$ cat config.mk
export PLATFORM = sky130hd
export DESIGN_NAME = mm_resp_stage_flat
export DESIGN_NICKNAME = d
export VERILOG_FILES = /design/src/hdl/mm_map_pkg.sv /design/src/hdl/mm_data_if.sv /design/src/hdl/mm_resp_stage.sv /design/src/flat_wrapper.sv
export VERILOG_INCLUDE_DIRS = /design/src /design/src/hdl
export SDC_FILE = /design/constraint.sdc
export NUM_CORES = 1
export LEC_CHECK = 0
export BUFFER_PORTS_ARGS = -buffer_cell sky130_fd_sc_hd__buf_4
export CAP_MARGIN = 20
export CORE_UTILIZATION = 33
export DETAILED_ROUTE_END_ITERATION = 6
export GPL_TIMING_DRIVEN = 0
export HOLD_SLACK_MARGIN = 0.1
export PLACE_DENSITY = 0.94
export SLEW_MARGIN = 20
export SYNTH_ARGS = -nofsm -noshare
export SYNTH_HDL_FRONTEND = slang
export SYNTH_SLANG_ARGS = --single-unit
$ cat constraint.sdc
create_clock -name clk_i -period 1.4 [get_ports clk_i]
set_input_delay 0.21 -clock clk_i [delete_from_list [all_inputs] [get_ports clk_i]]
set_output_delay 0.21 -clock clk_i [all_outputs]
set_load 0.01 [all_outputs]
$ cat src/hdl/mm_cfg.svh
`ifndef MM_CFG_SVH
`define MM_CFG_SVH

// ram size as a byte-address width
`define MM_RAM_ADDR_WIDTH 16
`define MM_WORD_WIDTH 32

// test status and exit registers
`define MM_TEST_STATUS_ADDR 32'h2000_0000
`define MM_EXIT_ADDR 32'h2000_0004

// timer registers
`define MM_TIMER_MASK_ADDR 32'h1500_0000
`define MM_TIMER_CNT_ADDR 32'h1500_0004

// values written to the test status register
`define MM_PASS_MAGIC 32'd123456789
`define MM_FAIL_MAGIC 32'd1

`define MM_TIMER_IRQ_ID 7

`endif

$ cat src/hdl/mm_map_pkg.sv
`include "mm_cfg.svh"

package mm_map_pkg;

  // where a data access lands
  typedef enum logic [1:0] {
    REGION_RAM,
    REGION_HOST,
    REGION_ERR,
    REGION_NONE
  } region_e;

  // address seen as an offset into the ram
  typedef struct packed {
    logic [`MM_WORD_WIDTH-`MM_RAM_ADDR_WIDTH-1:0] upper;
    logic [`MM_RAM_ADDR_WIDTH-1:0]                offset;
  } ram_view_t;

  // address seen as a register page and offset
  typedef struct packed {
    logic [15:0] page;
    logic [15:0] offset;
  } reg_view_t;

  typedef union packed {
    ram_view_t ram_view;
    reg_view_t reg_view;
  } data_addr_u;

endpackage

$ cat src/hdl/mm_data_if.sv
`include "mm_cfg.svh"

interface mm_data_if;
  import mm_map_pkg::*;

  // high only for accepted accesses
  logic                        req;
  logic                        we;
  logic [`MM_WORD_WIDTH/8-1:0] be;
  logic [`MM_WORD_WIDTH-1:0]   wdata;
  data_addr_u                  addr;
  region_e                     region;

  modport decode (
    output req,
    output we,
    output be,
    output wdata,
    output addr,
    output region
  );

  modport access (
    input req,
    input we,
    input be,
    input wdata,
    input addr,
    input region
  );

  modport resp (
    input req,
    input region
  );

endinterface

$ cat src/hdl/mm_resp_stage.sv
`include "mm_cfg.svh"

module mm_resp_stage (
  input  logic                      clk_i,
  input  logic                      rst_ni,
  mm_data_if.resp                   rsp,
  input  logic                      instr_req_i,
  input  logic [`MM_WORD_WIDTH-1:0] ram_rdata_i,
  output logic                      instr_rvalid_o,
  output logic                      data_rvalid_o,
  output logic [`MM_WORD_WIDTH-1:0] data_rdata_o
);
  import mm_map_pkg::*;

  logic    instr_rvalid_q;
  logic    data_rvalid_q;
  region_e region_q;

  // one response per accepted request, reads and writes alike
  always_ff @(posedge clk_i or negedge rst_ni) begin
    if (!rst_ni) begin
      instr_rvalid_q <= 1'b0;
      data_rvalid_q  <= 1'b0;
      region_q       <= REGION_NONE;
    end else begin
      instr_rvalid_q <= instr_req_i;
      data_rvalid_q  <= rsp.req;
      region_q       <= rsp.region;
    end
  end

  assign instr_rvalid_o = instr_rvalid_q;
  assign data_rvalid_o  = data_rvalid_q;

  // host registers read as zero
  assign data_rdata_o = (region_q == REGION_RAM) ? ram_rdata_i : '0;

  // a response only follows a request that decode mapped and granted
  rvalid_after_gnt_a : assert property (
    @(posedge clk_i) disable iff (!rst_ni)
    data_rvalid_o |-> (region_q == REGION_RAM) || (region_q == REGION_HOST)
  ) else $error("data rvalid without a grant in the previous cycle");

endmodule

$ cat src/flat_wrapper.sv
// flat-port wrapper written by rule: the top's interface ports become plain ports
module mm_resp_stage_flat import mm_map_pkg::*;
  (clk_i, rst_ni, instr_req_i, ram_rdata_i, instr_rvalid_o, data_rvalid_o, data_rdata_o, rsp_req, rsp_region);
  mm_data_if rsp_i ();
  input  logic clk_i;
  input  logic rst_ni;
  input  logic instr_req_i;
  input  logic [`MM_WORD_WIDTH-1:0] ram_rdata_i;
  output logic instr_rvalid_o;
  output logic data_rvalid_o;
  output logic [`MM_WORD_WIDTH-1:0] data_rdata_o;
  input wire logic [$bits(rsp_i.req)-1:0] rsp_req;
  input wire logic [$bits(rsp_i.region)-1:0] rsp_region;
  assign rsp_i.req = rsp_req;
  assign rsp_i.region = rsp_region;
  mm_resp_stage u_core (.clk_i(clk_i), .rst_ni(rst_ni), .rsp(rsp_i), .instr_req_i(instr_req_i), .ram_rdata_i(ram_rdata_i), .instr_rvalid_o(instr_rvalid_o), .data_rvalid_o(data_rvalid_o), .data_rdata_o(data_rdata_o));
endmodule
# --- Word level (Yosys, flattened, before mapping) ---
# Cells that the tools add are included.
totals:
  elab_cells: 5
  mem_bits_ro: 0
  memories: 0
  in_bits: 38
  register_bits: 4
  output_inout_bits: 34
  ramBits: 0
  latchBits: 0
classes:
  order_cmp: 0
  reduce_logical: 1
  n_mux: 1
  n_eq_ne: 0
  n_bitwise: 0
  n_mul: 0
  add_sub_neg: 0
  shifts: 0
  div: 0
ops:
  columns: ["op", "n"]
  rows:
  - ["32-bit 2-to-1 mux", 1]
  - ["2-bit zero test", 1]

# --- Longest topological paths before layout ---
logic_depth:
  depth_word: 2
  ltp_mapped: 2
  ltp_nobuf: 1

# --- Least setup slack after synthesis ---
# No wires, ideal clock.
synth_path:
  kind: "reg2out"
  start: "register u_core.region_q[0]"
  end: "output data_rdata_o[0]"
  arrival_time_ps: 788
  setup_slack_ps: 402
  stages_incl_launch_ff: 3
  required_ps: 1190
  cell_sequence: "dfstp_2 buf_6 nor3b_2"
synth_between:
  elab_chain_len: 2
synth_rtl:
  columns: ["item", "line_no", "rtl"]
  rows:
  - ["start, declared", "mm_resp_stage.sv:17", "region_e region_q;"]
  - ["start signal, assigned", "mm_resp_stage.sv:28", "region_q <= rsp.region;"]
  - ["2-bit zero test", "mm_resp_stage.sv:36", "assign data_rdata_o = (region_q == REGION_RAM) ? ram_rdata_i : '0;"]
  - ["32-bit 2-to-1 mux", "mm_resp_stage.sv:36", null]
  - ["end, declared", "flat_wrapper.sv:11", "output logic [`MM_WORD_WIDTH-1:0] data_rdata_o;"]
# Every way passes these cells.

# --- Worst setup path after layout ---
layout_path:
  start: "register u_core.region_q[0]"
  end: "output data_rdata_o[17]"
# Same word-level chain as after synthesis.

==> reports/metrics.yaml <==
run:
  drv_cap: 0
sta:
  rsz0062_at_grt: "true"
  worst_slack_ns: -0.03921
  worstMarginPinSlew_ns: 0.1577
  setup_viol: 32
  fin_crit_sh: 1.028
  min_period_ns: 1.439
  slew_viol_final: 0
  hold_ws_ns: 0.2744
  hold_viol: 0
  relSlewSlack: 0.8944
  max_clock_freq_mhz: 694.8
worst_setup_path:
  crit_arrival_ns: 1.23
  crit_fanout: 10
  required_ns: 1.19
  endpoint_kind: "output pin"
  critPathKind: "flip-flop to output pin"
  crit_path_start_kind: "flip-flop"
yosys:
  synth_edf_count: 0
  syn_inst: 42
  yosysUniqueCellTypes: 5
  synthTopCellsByArea: "nor3b_2 67%, buf_6 12%, dfstp_2 9.4%"
  yosys_warnings: 0
  synth_seq_cells: 4
  synth_top_area_cell: "nor3b_2"
  synth_nets: 80
  synthArstFlopShare: 1.000
  syn_area_um2: 560.5
  yosysMostFrequentCell: "nor3b_2"
  synth.top_cells.by_count: "30 x nor3b_2, 6 x buf_6, 2 x dfrtp_1, 2 x dfstp_2, 2 x nor3b_1"
  syn_area_per_cell_um2: 13.35
  ys.flop_type: "dfstp_2"
  synth_top_area_frac: 0.6696
  ys_seq_area_frac: 0.1830
die:
  num_rows: 14
  dieArea_um2: 1868
  start_util: 0.3636
  die_x_um: 43.22
  die_h_um: 43.22
  io_pins: 72
  coreArea_um2: 1541
routing:
  ant_nets: 0
  via_per_inst: 4.729
  dr.pass1.iters: 4
  wire_per_inst_um: 14.83
  drt_iter0_drc: 3
  wirelength_um: 2076
  via_count: 662
  drc: 0
global_route:
  gr-usage-met1: 0.1959
  grtUsageMet2: 0.4299
  grt_usage: 0.2316
  grt_max_degree: 11
  overflow: 0
  grt_pass1_wl_um: 3042
  grt_pass1_vias: 672
  grt_antenna_before_repair: 0
  busiest_layer: "met2"
  met3_usage: 0.1064
cts:
  cts_tree: "done"
  cts_buffer_depth: 2
  clkTransAtPathRegs_ns: 0.05
  cts_made_buffers: 3
  htreeDepth: 1
  cts.sink_count: 4
  root_buffer: "clkbuf_4"
power:
  peakVddDrop_mv: 0.5128
  power_leakage_nw: 0.5904
  powerDensity_nw_per_um2: 488.0
final_layout:
  drive_above_1_share: 0.9355
  multi_input_area_um2: 400.4
  finalNetCount: 163
  utilization: 0.8028
  diodes: 0
  stdcell_area_um2: 1237
  regArea_um2: 102.6
  syn2layout_area_growth_pct: 120.8
  num-fill-cells: 103
placement:
  dpl.hpwl_um: 1319
  io_buffers: 71
  place_congestion: 0.6820
  placed_cell_area_um2: 1114
outcome:
  outcome: "finished with violations"
  violations: "negative setup slack"
worst_hold_path:
  holdCritPathClass: "input pin to asynchronous set/reset pin"
## critical path: stages, from the launching register on
cell     delay, ns
dfstp_2       0.60
buf_8         0.17
nor3b_2       0.06
buf_4         0.14
## per-stage QoR
step,total power [mW],worst slack [ns],instances,setup TNS [ns]
finish,0.6038,-0.03921,140,-0.7619
detailed placement,0.3921,0.2293,129,0
CTS,0.5910,-0.03339,140,-0.7604
floorplan,0.2486,0.4016,42,0
global placement,0.3854,0.2404,129,0
global route,0.6402,-0.09469,140,-2.518
## cell usage in the layout, fill, tap and decap left out, drive strengths merged
master,instances
buf,79
nor3b,32
dlygate4sd3,5
clkbuf,4
dfrtp,2
dfstp,2
## cell families after synthesis
family,Yosys count,share of synthesized area
simple gates,32,0.6964
buf+inv,6,0.1205
flops,4,0.1830
## state kept, by name (all words and copies together), names as in the netlist
name and cells:
u_core.region_q 2, u_core.data_rvalid_o 1, u_core.instr_rvalid_o 1
## worst paths after layout
check | from | to | slack [ns] | depth (start not counted)
setup / recovery | u_core.region_q[0] | data_rdata_o[17] | -0.04 | 3
hold / removal | rst_ni | u_core.instr_rvalid_o | 0.27 | 2
max in group asynchronous | rst_ni | u_core.region_q[1] | 0.92 | 2
min in group clk_i | rsp_region[0] | u_core.region_q[0] | 0.61 | 2
## area by class of cell
class	count	share of cell area
Sequential cell	4	0.08291
Timing Repair Buffer	78	0.4833
Clock buffer	4	0.02123
Buffer	6	0.07280
Tap cell	16	0.01618
Multi-Input combinational cell	32	0.3236
## routing by layer
layer | up-vias | wire [um]
li1 | 318 | -
met1 | 293 | 607
met2 | 45 | 1194
met3 | 6 | 215
met4 | 0 | 59
met5 | - | 0
## power breakdown
group / switching (mW) / internal [mW]
combinational: 0.104 / 0.184
sequential: 0.00788 / 0.124
clock: 0.0751 / 0.109
## repair_timing
action / CTS / global route
endpoints found under the setup margin: 30 / 32
hold buffers: 5 / 0
buffers inserted: 2 / 0
hold endpoints to repair: 8 / 0
pin swaps: 1 / 0
gates resized for setup: 7 / 1
Power figures use the tool's default switching activity.
