## config.mk

```make
export PLATFORM = sky130hd
export DESIGN_NAME = mm_addr_decode_flat
export DESIGN_NICKNAME = d
export VERILOG_FILES = /design/src/hdl/mm_map_pkg.sv /design/src/hdl/mm_data_if.sv /design/src/hdl/mm_addr_decode.sv /design/src/flat_wrapper.sv
export VERILOG_INCLUDE_DIRS = /design/src /design/src/hdl
export SDC_FILE = /design/constraint.sdc
export NUM_CORES = 1
export LEC_CHECK = 0
export ABC_AREA = 0
export BUFFER_PORTS_ARGS = -buffer_cell sky130_fd_sc_hd__buf_4
export CORE_ASPECT_RATIO = 2
export CORE_MARGIN = 4
export CORE_UTILIZATION = 22
export DETAILED_ROUTE_END_ITERATION = 7
export PLACE_DENSITY = 0.81
export SYNTH_ARGS = -nofsm -noshare
export SYNTH_HDL_FRONTEND = slang
export SYNTH_SLANG_ARGS = --single-unit
```

## constraint.sdc

```tcl
create_clock -name vclk -period 0.9
set_input_delay 0.09 -clock vclk [all_inputs]
set_output_delay 0.09 -clock vclk [all_outputs]
set_load 0.01 [all_outputs]
```

## src/hdl/mm_cfg.svh

```systemverilog
`ifndef MM_CFG_SVH
`define MM_CFG_SVH

// ram size as a byte-address width
`define MM_RAM_ADDR_WIDTH 16
`define MM_WORD_WIDTH 32

// test status and exit registers
`define MM_TEST_STATUS_ADDR 32'h2000_0000
`define MM_EXIT_ADDR 32'h2000_0004

// timer registers
`define MM_TIMER_MASK_ADDR 32'h1500_0000
`define MM_TIMER_CNT_ADDR 32'h1500_0004

// values written to the test status register
`define MM_PASS_MAGIC 32'd123456789
`define MM_FAIL_MAGIC 32'd1

`define MM_TIMER_IRQ_ID 7

`endif

```

## src/hdl/mm_map_pkg.sv

```systemverilog
`include "mm_cfg.svh"

package mm_map_pkg;

  // where a data access lands
  typedef enum logic [1:0] {
    REGION_RAM,
    REGION_HOST,
    REGION_ERR,
    REGION_NONE
  } region_e;

  // address seen as an offset into the ram
  typedef struct packed {
    logic [`MM_WORD_WIDTH-`MM_RAM_ADDR_WIDTH-1:0] upper;
    logic [`MM_RAM_ADDR_WIDTH-1:0]                offset;
  } ram_view_t;

  // address seen as a register page and offset
  typedef struct packed {
    logic [15:0] page;
    logic [15:0] offset;
  } reg_view_t;

  typedef union packed {
    ram_view_t ram_view;
    reg_view_t reg_view;
  } data_addr_u;

endpackage

```

## src/hdl/mm_data_if.sv

```systemverilog
`include "mm_cfg.svh"

interface mm_data_if;
  import mm_map_pkg::*;

  // high only for accepted accesses
  logic                        req;
  logic                        we;
  logic [`MM_WORD_WIDTH/8-1:0] be;
  logic [`MM_WORD_WIDTH-1:0]   wdata;
  data_addr_u                  addr;
  region_e                     region;

  modport decode (
    output req,
    output we,
    output be,
    output wdata,
    output addr,
    output region
  );

  modport access (
    input req,
    input we,
    input be,
    input wdata,
    input addr,
    input region
  );

  modport resp (
    input req,
    input region
  );

endinterface

```

## src/hdl/mm_addr_decode.sv

```systemverilog
`include "mm_cfg.svh"

module mm_addr_decode (
  input  logic                        clk_i,
  input  logic                        rst_ni,
  input  logic                        data_req_i,
  input  logic [`MM_WORD_WIDTH-1:0]   data_addr_i,
  input  logic                        data_we_i,
  input  logic [`MM_WORD_WIDTH/8-1:0] data_be_i,
  input  logic [`MM_WORD_WIDTH-1:0]   data_wdata_i,
  output logic                        data_gnt_o,
  mm_data_if.decode                   dec
);
  import mm_map_pkg::*;

  data_addr_u addr;
  logic       is_host;
  region_e    region;

  assign addr = data_addr_i;

  // only the four register words are mapped outside the ram
  assign is_host = (data_addr_i == `MM_TEST_STATUS_ADDR) ||
                   (data_addr_i == `MM_EXIT_ADDR) ||
                   (data_addr_i == `MM_TIMER_MASK_ADDR) ||
                   (data_addr_i == `MM_TIMER_CNT_ADDR);

  always_comb begin
    region = REGION_NONE;
    if (data_req_i) begin
      if (addr.ram_view.upper == '0) begin
        region = REGION_RAM;
      end else if (is_host) begin
        region = REGION_HOST;
      end else begin
        region = REGION_ERR;
      end
    end
  end

  // memory is always ready, so every mapped request is granted at once
  assign data_gnt_o = (region == REGION_RAM) || (region == REGION_HOST);

  assign dec.req    = data_gnt_o;
  assign dec.we     = data_we_i;
  assign dec.be     = data_be_i;
  assign dec.wdata  = data_wdata_i;
  assign dec.addr   = addr;
  assign dec.region = region;

  // the core must never store outside the map
  unmapped_write_a : assert property (
    @(posedge clk_i) disable iff (!rst_ni)
    data_req_i && data_we_i |-> region != REGION_ERR
  ) else $error("unmapped write to %08x with %08x", data_addr_i, data_wdata_i);

endmodule

```

## src/flat_wrapper.sv

```systemverilog
// flat-port wrapper written by rule: the top's interface ports become plain ports
module mm_addr_decode_flat import mm_map_pkg::*;
  (clk_i, rst_ni, data_req_i, data_addr_i, data_we_i, data_be_i, data_wdata_i, data_gnt_o, dec_req, dec_we, dec_be, dec_wdata, dec_addr, dec_region);
  mm_data_if dec_i ();
  input  logic clk_i;
  input  logic rst_ni;
  input  logic data_req_i;
  input  logic [`MM_WORD_WIDTH-1:0] data_addr_i;
  input  logic data_we_i;
  input  logic [`MM_WORD_WIDTH/8-1:0] data_be_i;
  input  logic [`MM_WORD_WIDTH-1:0] data_wdata_i;
  output logic data_gnt_o;
  output wire logic [$bits(dec_i.req)-1:0] dec_req;
  output wire logic [$bits(dec_i.we)-1:0] dec_we;
  output wire logic [$bits(dec_i.be)-1:0] dec_be;
  output wire logic [$bits(dec_i.wdata)-1:0] dec_wdata;
  output wire logic [$bits(dec_i.addr)-1:0] dec_addr;
  output wire logic [$bits(dec_i.region)-1:0] dec_region;
  assign dec_req = dec_i.req;
  assign dec_we = dec_i.we;
  assign dec_be = dec_i.be;
  assign dec_wdata = dec_i.wdata;
  assign dec_addr = dec_i.addr;
  assign dec_region = dec_i.region;
  mm_addr_decode u_core (.clk_i(clk_i), .rst_ni(rst_ni), .data_req_i(data_req_i), .data_addr_i(data_addr_i), .data_we_i(data_we_i), .data_be_i(data_be_i), .data_wdata_i(data_wdata_i), .data_gnt_o(data_gnt_o), .dec(dec_i));
endmodule
```

After elaboration in Yosys (flattened, before gate mapping)
Cells that the tools add are included.

Bits in registers: 0. Bits of input ports: 72. Output and inout bits: 73. Word-level logic and storage cells: 14.

Eq/ne operators: 5. Muxes and demuxes: 3. Reductions and logical operators: 6.

Operator list (number): $eq 32x29->1 const B (2); $eq 32x30->1 const B (2); $logic_not 16->1 (1); $mux 2 (3); $logic_or 1x1->1 (4); $eq 2x1->1 const B (1); $logic_not 2->1 (1).

Logic depth before layout (Yosys ltp)
Depth after elaboration: 9. Depth in mapped cells: 5. Gate-level depth less buffers: 4.

Worst setup path after synthesis
OpenSTA, ideal clock, no wires.

Path type: input -> output. From: input port data_addr_i[10]. To: output port dec_req. Arrival time: 0.957 ns. Required time: 0.810 ns. Slack: -0.147 ns. Cell stages on the path: 5. Path buffers: 1. Cells stage by stage: nor4_2 nand4_1 a21oi_2 o211a_1 buf_4.

Cells in the longest elaborated chain, start to end: 9. Elaborated cells between the ends (all ways): 13. Those cells by class: eq/ne (5); mux (3); reduce/logical (5).

RTL lines: from (decl) (line flat_wrapper.sv:8) `` input logic [`MM_WORD_WIDTH-1:0] data_addr_i; ``; $eq 32x30->1 (no line); $logic_or 1x1->1 (2 in a row) (line mm_addr_decode.sv:23) `` assign is_host = (data_addr_i == `MM_TEST_STATUS_ADDR) || ``; $logic_or 1x1->1 * (line mm_addr_decode.sv:23); $mux 2 * (line mm_addr_decode.sv:33) `end else if (is_host) begin`; $mux 2 * (line mm_addr_decode.sv:31) `if (addr.ram_view.upper == '0) begin`; $mux 2 * (line mm_addr_decode.sv:30) `if (data_req_i) begin`; $eq 2x1->1 / $logic_not 2->1 (equally long branches) (line mm_addr_decode.sv:42) `assign data_gnt_o = (region == REGION_RAM) || (region == REGION_HOST);`; $logic_or 1x1->1 * (line mm_addr_decode.sv:42); to (decl) (line flat_wrapper.sv:13) `output wire logic [$bits(dec_i.req)-1:0] dec_req;`.

Mark *: on every way between the ends. The rest lies on a longest branch, timed or not.

Worst setup path in the final report
From: input port data_addr_i[5]. To: output port data_gnt_o.

Cells in the longest elaborated chain, start to end: 9. Elaborated cells between the ends (all ways): 13. Those cells by class: eq/ne (5); mux (3); reduce/logical (5).

RTL lines: $eq 32x30->1 (no line); $logic_or 1x1->1 (2 in a row) (line mm_addr_decode.sv:23); $logic_or 1x1->1 * (line mm_addr_decode.sv:23); $mux 2 * (line mm_addr_decode.sv:33); $mux 2 * (line mm_addr_decode.sv:31); $mux 2 * (line mm_addr_decode.sv:30); $eq 2x1->1 / $logic_not 2->1 (equally long branches) (line mm_addr_decode.sv:42); $logic_or 1x1->1 * (line mm_addr_decode.sv:42); to (decl) (line flat_wrapper.sv:12) `output logic data_gnt_o;`.

Marks and branches as above.

==> impl_results.md <==
- Status: complete, but fails checks
- Failing checks: negative setup slack
- Clk_buf instances: 0
- Period utilisation layout: 1.397
- Critical path class: primary input to primary output
- Final-report hold violation count: 0
- DR iter-0 viols: 1
- Worst setup margin: -0.3572 ns
- Top cell type by total area after synthesis: buf_4
- Register area: 0 sq um
- First-pass GRT wire length: 2.697 mm
- Hold path cells: 0
- Setup crit start kind: primary input
- Die ar.: 0.003990 sq mm
- Boundary pin count: 145
- Worst path slowest cell: nor4_4
- Cell count after synthesis: 87
- Max VDD drop: 0.0001580 V
- CP delay by family, top: simple AND/OR/NAND/NOR gates
- Via/cell ratio: 4.541
- Via count: 554
- Cell Area, Synth: 659.4 sq um
- Nets: 167
- Area Growth Syn to Fin: 18.79%
- Vias in the first global route: 550
- Number of max-cap violations: 0
- Initial antenna violation count: 0
- Largest family of logic cells by synthesized area: buffers and inverters
- Warnings, synthesis: 0
- Final Instance Area: 783.3 sq um
- Total gr overflow: 0
- Post-CTS Setup Bufs: 0
- Mean Syn Cell Area: 7.579 sq um
- Min Hold Slack: 0.1800 ns
- Final Max Tran Viols: 0
- Drt wl/cell: 18.89 microns
- Max frequency: 795.4 MHz
- WP depth: 6
- Max incr delay on CP: 0.30 ns
- Netlist cell types: 12
- Final Util: 0.2793
- Post-synthesis mux area share: 0
- Layout cells sized above 1: 0.8817
- Drt first pass iters: 2
- Crit-path cells: buf_6 -> nor4_4 -> nand4_1 -> a21oi_2 -> o211a_1 -> buf_4
- Initial Util: 0.2352
- WL final: 2.304 mm
- Compound-Gate Fraction of Synth Area: 0.05503
- FF+latch count: 0
- Detail Placement HPWL: 2.183 mm
- Setup TNS Final: -1.280 ns
- Critical path fanouts, max: 3
- CP endpoint kind: primary output
- Slew headroom: 0.7793
- CP Buf/Inv Count: 2
- Post-Layout Cell Count: 122
- Post-synthesis simple-gate area fraction: 0.1480
- Setup slack at placement: -0.4000 ns
- Hold crit path type: primary input to primary output
- Area share of fa/ha/maj cells after synthesis: 0
- Pleak: 0.4155 nW
- Syn nets: 159
- Top-area cell type share of the netlist area: 0.7970
- Ant diodes: 0
- RePlAce Congestion: 0.6575
- Die Wd: 46.71 microns
- Die Height: 85.42 microns
- CP required: 0.81 ns
- Largest net degree at the start of global routing: 5
- Final setup fails: 4
- Total GRT Usage: 0.09767
- Row cnt: 27
- Core Area: 0.002804 sq mm
- Xor/xnor share of the synthesized area: 0
- Arr. time, crit path: 1.17 ns
- Fin crit period: 1.257 ns
- Register area share after synthesis: 0
- Total Power: 0.3555 mW
- Antenna viol nets, final: 0
- DRC Markers: 0
- PortBufs: 67
- RSZ-0062 raised after global routing: true
- Tightest Pin Transition: 0.3280 ns
- Placed insts: 123
- Area of placed instances: 765.7 sq um
- Leading post-synthesis cells by cell area: buf_4 80%, nor4_2 5.7%, nor4_1 3.8%
- Power Dens Cells: 453.9 mW/mm^2
==> cell type report <==
type               instances  area [sq um]
repair buffers            76         589.3
multi-input cells         17         157.7
fillers                  302          2021
well taps                 29         36.28
==> cells by family after synthesis <==
group                  after synthesis
buffers and inverters               70
AND/OR/NAND/NOR                     13
AO/OA/AOI/OAI                        4
==> Yosys cell counts, drive strengths merged <==
master   n
nand2    1
nor3     2
buf     70
nand4b   1
nor4     7
and3     1
o211ai   1
o211a    1
a21bo    1
a21oi    1
nand4    1
==> where the power goes <==
| group | switching [mW] | internal [mW] |
|---|---|---|
| combinational | 0.136 | 0.219 |
| sequential | 0 | 0 |
| clock | 0 | 0 |
| total | 0.136 | 0.219 |
==> path summary, 6_finish.rpt <==
| path | startpoint | to |
|---|---|---|
| setup / recovery | data_addr_i[5] | data_gnt_o |
| hold / removal | data_be_i[0] | dec_be[0] |
==> per-layer routing <==
| metal | share of wire | GRT usage | vias up |
|---|---|---|---|
| li1 | - | - | 230 |
| met1 | 0.15 | 0.05250 | 225 |
| met2 | 0.46 | 0.1771 | 71 |
| met3 | 0.30 | 0.06794 | 28 |
| met4 | 0.092 | 0.08060 | 0 |
| met5 | 0 | 0 | - |
==> timing repair <==
action | CTS | global route
setup endpoints to repair | 4 | 4
pin swaps | 1 | 2
endpoints found under the hold margin | 0 | 0
resized for setup | 5 | 1
hold buffers | 0 | 0
==> placed cells by master (no fill, tap or decap), types with 2 or more instances in the layout <==
cell	count
buf_6	5
nor3_1	2
nor4_4	2
nor4_1	3
nor4_2	2
buf_4	71
No activity file was read; power rests on OpenSTA's default activity.
