===== config.mk =====
export PLATFORM = sky130hd
export DESIGN_NAME = mm_host_regs_flat
export DESIGN_NICKNAME = d
export VERILOG_FILES = /design/src/hdl/mm_map_pkg.sv /design/src/hdl/mm_irq_pkg.sv /design/src/hdl/mm_data_if.sv /design/src/hdl/mm_host_regs.sv /design/src/flat_wrapper.sv
export VERILOG_INCLUDE_DIRS = /design/src /design/src/hdl
export SDC_FILE = /design/constraint.sdc
export NUM_CORES = 1
export LEC_CHECK = 0
export BUFFER_PORTS_ARGS = -buffer_cell sky130_fd_sc_hd__buf_2
export CORE_ASPECT_RATIO = 0.5
export CORE_MARGIN = 5
export CORE_UTILIZATION = 51
export CTS_CLUSTER_SIZE = 24
export DETAILED_ROUTE_END_ITERATION = 12
export PLACE_DENSITY = 0.94
export SLEW_MARGIN = 5
export SYNTH_ARGS = -nofsm -noshare
export SYNTH_HDL_FRONTEND = slang
export SYNTH_SLANG_ARGS = --single-unit

===== constraint.sdc =====
create_clock -name clk_i -period 4.7 [get_ports clk_i]
set_clock_uncertainty 0.1 [all_clocks]
set_input_delay 0 -clock clk_i [delete_from_list [all_inputs] [get_ports clk_i]]
set_output_delay 0 -clock clk_i [all_outputs]
set_load 0.005 [all_outputs]

===== src/hdl/mm_cfg.svh =====
`ifndef MM_CFG_SVH
`define MM_CFG_SVH

// ram size as a byte-address width
`define MM_RAM_ADDR_WIDTH 16
`define MM_WORD_WIDTH 32

// test status and exit registers
`define MM_TEST_STATUS_ADDR 32'h2000_0000
`define MM_EXIT_ADDR 32'h2000_0004

// timer registers
`define MM_TIMER_MASK_ADDR 32'h1500_0000
`define MM_TIMER_CNT_ADDR 32'h1500_0004

// values written to the test status register
`define MM_PASS_MAGIC 32'd123456789
`define MM_FAIL_MAGIC 32'd1

`define MM_TIMER_IRQ_ID 7

`endif


===== src/hdl/mm_map_pkg.sv =====
`include "mm_cfg.svh"

package mm_map_pkg;

  // where a data access lands
  typedef enum logic [1:0] {
    REGION_RAM,
    REGION_HOST,
    REGION_ERR,
    REGION_NONE
  } region_e;

  // address seen as an offset into the ram
  typedef struct packed {
    logic [`MM_WORD_WIDTH-`MM_RAM_ADDR_WIDTH-1:0] upper;
    logic [`MM_RAM_ADDR_WIDTH-1:0]                offset;
  } ram_view_t;

  // address seen as a register page and offset
  typedef struct packed {
    logic [15:0] page;
    logic [15:0] offset;
  } reg_view_t;

  typedef union packed {
    ram_view_t ram_view;
    reg_view_t reg_view;
  } data_addr_u;

endpackage


===== src/hdl/mm_irq_pkg.sv =====
`include "mm_cfg.svh"

package mm_irq_pkg;

  // interrupt id as acknowledged by the core
  typedef logic [4:0] irq_id_t;

  // down-counting timer value
  typedef logic [`MM_WORD_WIDTH-1:0] timer_cnt_t;

endpackage


===== src/hdl/mm_data_if.sv =====
`include "mm_cfg.svh"

interface mm_data_if;
  import mm_map_pkg::*;

  // high only for accepted accesses
  logic                        req;
  logic                        we;
  logic [`MM_WORD_WIDTH/8-1:0] be;
  logic [`MM_WORD_WIDTH-1:0]   wdata;
  data_addr_u                  addr;
  region_e                     region;

  modport decode (
    output req,
    output we,
    output be,
    output wdata,
    output addr,
    output region
  );

  modport access (
    input req,
    input we,
    input be,
    input wdata,
    input addr,
    input region
  );

  modport resp (
    input req,
    input region
  );

endinterface


===== src/hdl/mm_host_regs.sv =====
`include "mm_cfg.svh"

module mm_host_regs (
  input  logic                      clk_i,
  input  logic                      rst_ni,
  mm_data_if.access                 acc,
  input  mm_irq_pkg::irq_id_t       irq_id_i,
  input  logic                      irq_ack_i,
  output logic                      tests_passed_o,
  output logic                      tests_failed_o,
  output logic                      exit_valid_o,
  output logic [`MM_WORD_WIDTH-1:0] exit_value_o,
  output logic                      irq_timer_o
);
  import mm_map_pkg::*;
  import mm_irq_pkg::*;

  localparam data_addr_u STATUS_ADDR = `MM_TEST_STATUS_ADDR;
  localparam data_addr_u EXIT_ADDR   = `MM_EXIT_ADDR;
  localparam data_addr_u MASK_ADDR   = `MM_TIMER_MASK_ADDR;
  localparam data_addr_u CNT_ADDR    = `MM_TIMER_CNT_ADDR;

  logic                      host_we;
  logic                      status_sel;
  logic                      exit_sel;
  logic                      mask_sel;
  logic                      cnt_sel;
  logic [`MM_WORD_WIDTH-1:0] mask_q;
  timer_cnt_t                cnt_q;
  logic                      irq_q;
  logic                      timer_ack;

  // page and register offset both have to match
  function automatic logic reg_hit(data_addr_u a, data_addr_u r);
    return (a.reg_view.page == r.reg_view.page) && (a.reg_view.offset == r.reg_view.offset);
  endfunction

  assign host_we    = acc.req && acc.we && (acc.region == REGION_HOST);
  assign status_sel = host_we && reg_hit(acc.addr, STATUS_ADDR);
  assign exit_sel   = host_we && reg_hit(acc.addr, EXIT_ADDR);
  assign mask_sel   = host_we && reg_hit(acc.addr, MASK_ADDR);
  assign cnt_sel    = host_we && reg_hit(acc.addr, CNT_ADDR);

  // strobes live only during the granted write
  assign tests_passed_o = status_sel && (acc.wdata == `MM_PASS_MAGIC);
  assign tests_failed_o = status_sel && (acc.wdata == `MM_FAIL_MAGIC);
  assign exit_valid_o   = exit_sel;
  assign exit_value_o   = exit_sel ? acc.wdata : '0;

  assign timer_ack = irq_ack_i && (irq_id_i == irq_id_t'(`MM_TIMER_IRQ_ID));

  always_ff @(posedge clk_i or negedge rst_ni) begin
    if (!rst_ni) begin
      mask_q <= '0;
      cnt_q  <= '0;
      irq_q  <= 1'b0;
    end else begin
      if (mask_sel) begin
        mask_q <= acc.wdata;
      end
      if (cnt_sel) begin
        cnt_q <= acc.wdata;
      end else if (!mask_sel && cnt_q != '0) begin
        cnt_q <= cnt_q - timer_cnt_t'(1);
        // irq shows up together with the zero count
        if (cnt_q == timer_cnt_t'(1) && mask_q[`MM_TIMER_IRQ_ID]) begin
          irq_q <= 1'b1;
        end
      end
      // an ack takes priority over a new expiry
      if (timer_ack) begin
        irq_q <= 1'b0;
      end
    end
  end

  assign irq_timer_o = irq_q;

endmodule


===== src/flat_wrapper.sv =====
// flat-port wrapper written by rule: the top's interface ports become plain ports
module mm_host_regs_flat import mm_map_pkg::*; import mm_irq_pkg::*;
  (clk_i, rst_ni, irq_id_i, irq_ack_i, tests_passed_o, tests_failed_o, exit_valid_o, exit_value_o, irq_timer_o, acc_req, acc_we, acc_be, acc_wdata, acc_addr, acc_region);
  mm_data_if acc_i ();
  input  logic clk_i;
  input  logic rst_ni;
  input  mm_irq_pkg::irq_id_t irq_id_i;
  input  logic irq_ack_i;
  output logic tests_passed_o;
  output logic tests_failed_o;
  output logic exit_valid_o;
  output logic [`MM_WORD_WIDTH-1:0] exit_value_o;
  output logic irq_timer_o;
  input wire logic [$bits(acc_i.req)-1:0] acc_req;
  input wire logic [$bits(acc_i.we)-1:0] acc_we;
  input wire logic [$bits(acc_i.be)-1:0] acc_be;
  input wire logic [$bits(acc_i.wdata)-1:0] acc_wdata;
  input wire logic [$bits(acc_i.addr)-1:0] acc_addr;
  input wire logic [$bits(acc_i.region)-1:0] acc_region;
  assign acc_i.req = acc_req;
  assign acc_i.we = acc_we;
  assign acc_i.be = acc_be;
  assign acc_i.wdata = acc_wdata;
  assign acc_i.addr = acc_addr;
  assign acc_i.region = acc_region;
  mm_host_regs u_core (.clk_i(clk_i), .rst_ni(rst_ni), .acc(acc_i), .irq_id_i(irq_id_i), .irq_ack_i(irq_ack_i), .tests_passed_o(tests_passed_o), .tests_failed_o(tests_failed_o), .exit_valid_o(exit_valid_o), .exit_value_o(exit_value_o), .irq_timer_o(irq_timer_o));
endmodule

* Yosys cells after proc, flatten, opt, wreduce, memory -nomap -nowiden
Cells that the tools add are included.
Storage, ports and cells: register bits 41, latch bits 0, RAM bits 0, memory bits (read-only) 0, input port bits 80, logic and storage cells 42, memories 0
Operators by class: $add $sub $neg 1, multipliers 0, divide/modulo/power cells 0, $lt $le $gt $ge 0, eq/ne operators 9, shift-type cells 0, mux-type cells 7, bitwise gates (word level) 0, reductions and logical operators 22
Operator list (number):
- 2-to-1 mux 32 bit | 3
- == test 32 x 1 -> 1 bit (second input constant) | 2
- == test 32 x 27 -> 1 bit (second input constant) | 1
- nonzero test 32 bit | 1
- subtractor 32 x 1 -> 32 bit (second input constant) | 1
- == test 16 x 13 -> 1 bit (second input constant) | 1
- == test 16 x 14 -> 1 bit (second input constant) | 1
- == test 16 x 3 -> 1 bit (second input constant) | 1
- logical NOT 16 bit | 1
- logical AND 1 bit | 15
- nonzero test 2 bit | 3
- == test 5 x 3 -> 1 bit (second input constant) | 1
- 2-to-1 mux 1 bit | 4
- AND reduction 3 bit | 1
- == test 2 x 1 -> 1 bit (second input constant) | 1
- != test 2 bit (second input constant) | 1
- logical NOT 1 bit | 1

* Longest topological paths before layout
depth in word-level cells 8, depth in mapped cells 9, mapped depth without buffers 8

* Worst setup path after synthesis
Ideal clock, no wire load.
path kind reg2reg, start reg u_core.cnt_q[29], end reg u_core.cnt_q[29], library setup time 0.137 ns, arrival 2.246 ns, required time 4.463 ns, setup slack 2.217 ns, cell stages (with the launch flop) 7, buffers on the path 0, clock period less this slack 2.483 ns, path through dfrtp_1 -> or4_1 -> or3_1 -> nor4_4 -> nor3_1 -> a221oi_1 -> o21ai_1
On the way: longest elaborated chain between the ends 3
Ends and longest elaborated chain:
- start: declaration | line mm_host_regs.sv:29 | timer_cnt_t cnt_q;
- start signal: assignment | line mm_host_regs.sv:62 | cnt_q <= acc.wdata;
- start signal: assignment | line mm_host_regs.sv:64 | cnt_q <= cnt_q - timer_cnt_t'(1);
- subtractor 32 x 1 -> 32 bit / nonzero test 32 bit (equally long branches) | line mm_host_regs.sv:64, mm_host_regs.sv:63
- 2-to-1 mux 32 bit / logical AND 1 bit (equally long branches) | line mm_host_regs.sv:63 | end else if (!mask_sel && cnt_q != '0) begin
- 2-to-1 mux 32 bit / nonzero test 2 bit (equally long branches)
Several ways; a longest one is shown, not always the timed one. The select of a mux whose other input is x is not followed. A chain may end at the register's enable or synchronous reset.

* Worst setup path after layout
start reg u_core.cnt_q[28], end reg u_core.irq_q, in the netlist u_core.irq_timer_o
On the way: longest elaborated chain between the ends 4
Ends and longest elaborated chain:
- == test 32 x 1 -> 1 bit / nonzero test 32 bit (equally long branches) | line mm_host_regs.sv:66, mm_host_regs.sv:63
- logical AND 1 bit (on tied branches) | line mm_host_regs.sv:66, mm_host_regs.sv:63
- nonzero test 2 bit (no line)
- AND reduction 3 bit (no line) (*)
- end signal: assignment | line mm_host_regs.sv:56 | irq_q <= 1'b0;
- end signal: assignment | line mm_host_regs.sv:67 | irq_q <= 1'b1;
- end signal: assignment | line mm_host_regs.sv:72 | irq_q <= 1'b0;
- end: declaration | line mm_host_regs.sv:30 | logic irq_q;
Every way passes the cells marked *; elsewhere a longest branch is shown, timed or not.

==> summary.md <==
The tools report the HPWL after detailed placement as 5930 um. TritonCTS built the clock tree. Critical register-to-register path endpoint: u_core.irq_timer_o$_DFFE_PN0P_. The die width was 109 um. The proportion of register bits with asynchronous set or reset after synthesis is 1.00. For this design, the CTS-stage hold fixing added 35 buffers.

The root buffer cell chosen for the clock tree is sky130_fd_sc_hd__clkbuf_8. The largest total area in the synthesized netlist belongs to sky130_fd_sc_hd__dfrtp_1. The initial standard-cell utilization of the core is 0.519, and the overflow left after global routing is 0. Using the TritonRoute via totals, the vias-per-cell ratio works out to 6.26. The kind of critical path was register to register. The worst hold path passes through 3 cells.

Ranked by instance count, the synthesized netlist is headed by 34 x sky130_fd_sc_hd__dfrtp_1, 33 x sky130_fd_sc_hd__and2_1, 31 x sky130_fd_sc_hd__nand2_1. The tools report the terminating pin of the worst hold path as u_core.cnt_q[26]$_DFFE_PN0P_. The number of antenna violations at the first check in global routing came out at 0.

The number of gates resized after CTS was 0. The run gives 474 as the first-iteration detailed-routing DRC count. The via count of the first global-routing pass was 3122; the biggest fanout along the worst timing path was 19. Summed over all cells, the static leakage comes to 1.48 nW. The detail-routed net length per standard cell came out at 18.2 um.

The first global-routing pass estimated 14800 um of wire. The vertical extent of the die is 59.7 um. Input and output buffers added on the ports amount to 111. In the routed design, unresolved DRC markers number 0. Once the clock tree was built, the setup fixing pass inserted 0 buffers. The most common cell in the synthesized netlist is sky130_fd_sc_hd__dfrtp_1. The die covers 0.00652 mm^2. The area share of the leading cell type in the synthesized netlist is 0.338. For the overall routed net length, the log shows 9540 um.

In the post-synthesis netlist, the biggest area contributors are sky130_fd_sc_hd__dfrtp_1 34%, sky130_fd_sc_hd__and2_1 8.2%, sky130_fd_sc_hd__xnor2_1 8.0%, sky130_fd_sc_hd__nor4_1 7.2%, sky130_fd_sc_hd__nand2_1 4.6%. The synthesis-to-finish area growth is 42.3%, and the count of cells along the worst register-to-register path is 7. Timing would allow up to 258 MHz.

The iteration count of the initial detailed-routing pass was 5. Critical register-to-register path startpoint: u_core.cnt_q[28]$_DFFE_PN0P_. Including well taps, the total number of placed cells is 480.

The flow ran to the end, and the final reports show no timing, DRC or antenna violations. The tools report the distinct cell type count after synthesis as 46. The worst setup path is launched from a register. For the pin with the worst max-slew slack, the measured transition is 1.09 ns.

Row generation in the floorplan step produced 18 rows. The number of flops mapped to enable cells by yosys was 0. The worst hold path begins at acc_addr[2]. The number of nets in the synthesized netlist is 393.

The tool flagged a number of max-cap violations equal to 0. The register area share after synthesis was 0.338; the flip-flop and latch count after synthesis was 34. Routability-driven placement finished with a final weighted congestion of 0.920. After the flow finishes, the layout carries non-filler instances totaling 524.

Across the VDD grid, the largest voltage drop is 0.113 mV. Across all register-to-register paths, the minimum setup slack is 0.82 ns. Synthesis produced a netlist whose cell count is 311. Setup violations remaining at the end of the flow were counted as 0. Summing all multi-input logic gate instances after layout gives 0.00159 mm^2. Data on the critical path is required at its endpoint by 4.78 ns.

Fill cells in the final layout number 312. The worst min-delay path category was primary input to register. The final number of max-transition violations is 0. The net count of the finished layout is 534. Detailed routing inserted a total of 3279 vias. Counting along the longest clock path gives a buffer depth of 2. Counting I/O delays and the setup requirement, the final critical path takes 3.88 ns.

For this run, the leading register cell type out of synthesis is sky130_fd_sc_hd__dfrtp_1. The number of nets still failing antenna checks after routing came out at 0. The final cycle utilization of the critical path is 0.826. The later pin in the worst-skew pair is clocked with a latency of 0.30 ns.

The worst setup path is captured at a register. The run gives 0 as the total number of yosys warnings. Setup repair after global routing left no endpoint under its margin. 116 I/O pins were placed.

Adding up every negative setup slack in the final design gives 0 ns. In the final layout, flip-flops and latches occupy 851 um^2. The post-synthesis area per instance was 8.09 um^2; the number of endpoints with negative hold slack in the final report was 0.

For this design, the sink count on the clock tree is 34. In this run the power density over the cells is 169 mW/mm^2. The mapped netlist covers 0.00251 mm^2.

The critical path arrival is 3.96 ns, and the CTS H-tree depth is 2. The number of buffers inserted during clock tree synthesis is 5. Entering global routing, the biggest net connects 58 pins.

The floorplan step defined a core boundary enclosing 0.00484 mm^2. The overall fraction of global-route tracks in use was 0.294. Worst slew margin relative to its limit: 0.265. The CTS clock-pin slew for the worst setup and hold paths came out at 0.07 ns. The share of post-route cells with drive strength above 1 was 0.298.
-- metrics by stage --
stage           util  hold slack, ns  total power (W)  instance area (um^2)  setup WS, ns
3_3_place_gp   0.647         0.00633         0.000351                  3130          1.53
3_5_place_dp   0.647          0.0113         0.000352                  3130          1.47
5_1_grt        0.739          0.0342         0.000625                  3580         0.672
4_1_cts        0.739        0.000533         0.000596                  3580         0.958
6_report       0.739          0.0125         0.000604                  3580         0.817
2_1_floorplan      -          -0.396         0.000304                  2510          2.22
-- cell type report --
| cell class | count | area share |
|---|---|---|
| sequential | 34 | 0.238 |
| timing repair buffer | 149 | 0.259 |
| clock inverter | 1 | 0.00140 |
| multi-input combinational | 255 | 0.445 |
| clock buffer | 7 | 0.0241 |
| tap | 70 | 0.0245 |
| inverter | 7 | 0.00734 |
| antenna | 1 | 0.000699 |
-- cells by family (layout without fill, tap and decap cells) --
family / count (synthesis) / after routing / synth area share
buf+inv: 22 / 164 / 0.0363
mux: 1 / 1 / 0.00448
fa+ha+maj: 2 / 2 / 0.00995
xor+xnor: 23 / 23 / 0.0801
flops: 34 / 34 / 0.338
compound gates: 44 / 44 / 0.104
other cells: 0 / 1 / 0
simple gates: 185 / 185 / 0.426
-- state kept, by name (all words and copies together) (netlist names) --
name,flops
u_core.mask_q,1
u_core.irq_timer_o,1
u_core.cnt_q,32
-- layer usage --
metal,GRT usage,part of all wire,up-vias
met5,0,0,-
met4,0.178,0.059,0
met3,0.0690,0.14,83
met2,0.483,0.43,310
met1,0.359,0.36,1455
li1,-,-,1431
-- power by group --
group	total [W]	internal, W	switching [W]
logic	0.0000789	0.0000444	0.0000345
registers	0.000292	0.000292	0.000000000196
clock network	0.000233	0.000118	0.000115
total	0.000604	0.000455	0.000149
-- cell usage in the layout (no fill, tap or decap), drive strengths merged, types with 2 or more instances in the layout --
cell type    netlist  final
or4                7      7
or2                6      6
nor4              31     31
dfrtp             34     34
inv                7      7
ha                 2      2
clkbuf            12      7
nor3              20     20
and2              33     33
nand2             31     31
nand3              4      4
xnor2             23     23
or3               12     12
and3               2      2
nor2              18     18
buf                3    114
o211ai             2      2
nor4b              4      4
a31oi              3      3
o21ai             26     26
nand4              9      9
a21oi              4      4
dlygate4sd3        0     35
nor4bb             2      2
-- how the worst max path moves through the flow --
stage	startpoint	cells past startpoint	end
2_1_floorplan	u_core.cnt_q[29]$_DFFE_PN0P_	6	u_core.cnt_q[29]$_DFFE_PN0P_
3_3_place_gp	u_core.cnt_q[29]$_DFFE_PN0P_	6	u_core.cnt_q[29]$_DFFE_PN0P_
3_5_place_dp	u_core.cnt_q[29]$_DFFE_PN0P_	6	u_core.cnt_q[29]$_DFFE_PN0P_
4_1_cts	u_core.cnt_q[29]$_DFFE_PN0P_	7	u_core.irq_timer_o$_DFFE_PN0P_
5_1_grt	u_core.cnt_q[28]$_DFFE_PN0P_	7	u_core.irq_timer_o$_DFFE_PN0P_
6_report	u_core.cnt_q[28]$_DFFE_PN0P_	7	u_core.irq_timer_o$_DFFE_PN0P_
-- worst max-delay path, cell delays in order, from the launching register on --
cell and delay (ns):
sky130_fd_sc_hd__dfrtp_1 0.43, sky130_fd_sc_hd__or4_1 0.60, sky130_fd_sc_hd__or3_1 0.43, sky130_fd_sc_hd__nor4_4 0.97
sky130_fd_sc_hd__nor2_1 0.28, sky130_fd_sc_hd__a41oi_1 0.34, sky130_fd_sc_hd__a31oi_1 0.06, sky130_fd_sc_hd__dlygate4sd3_1 0.55
Note: power is estimated with default switching activity, not from simulation.
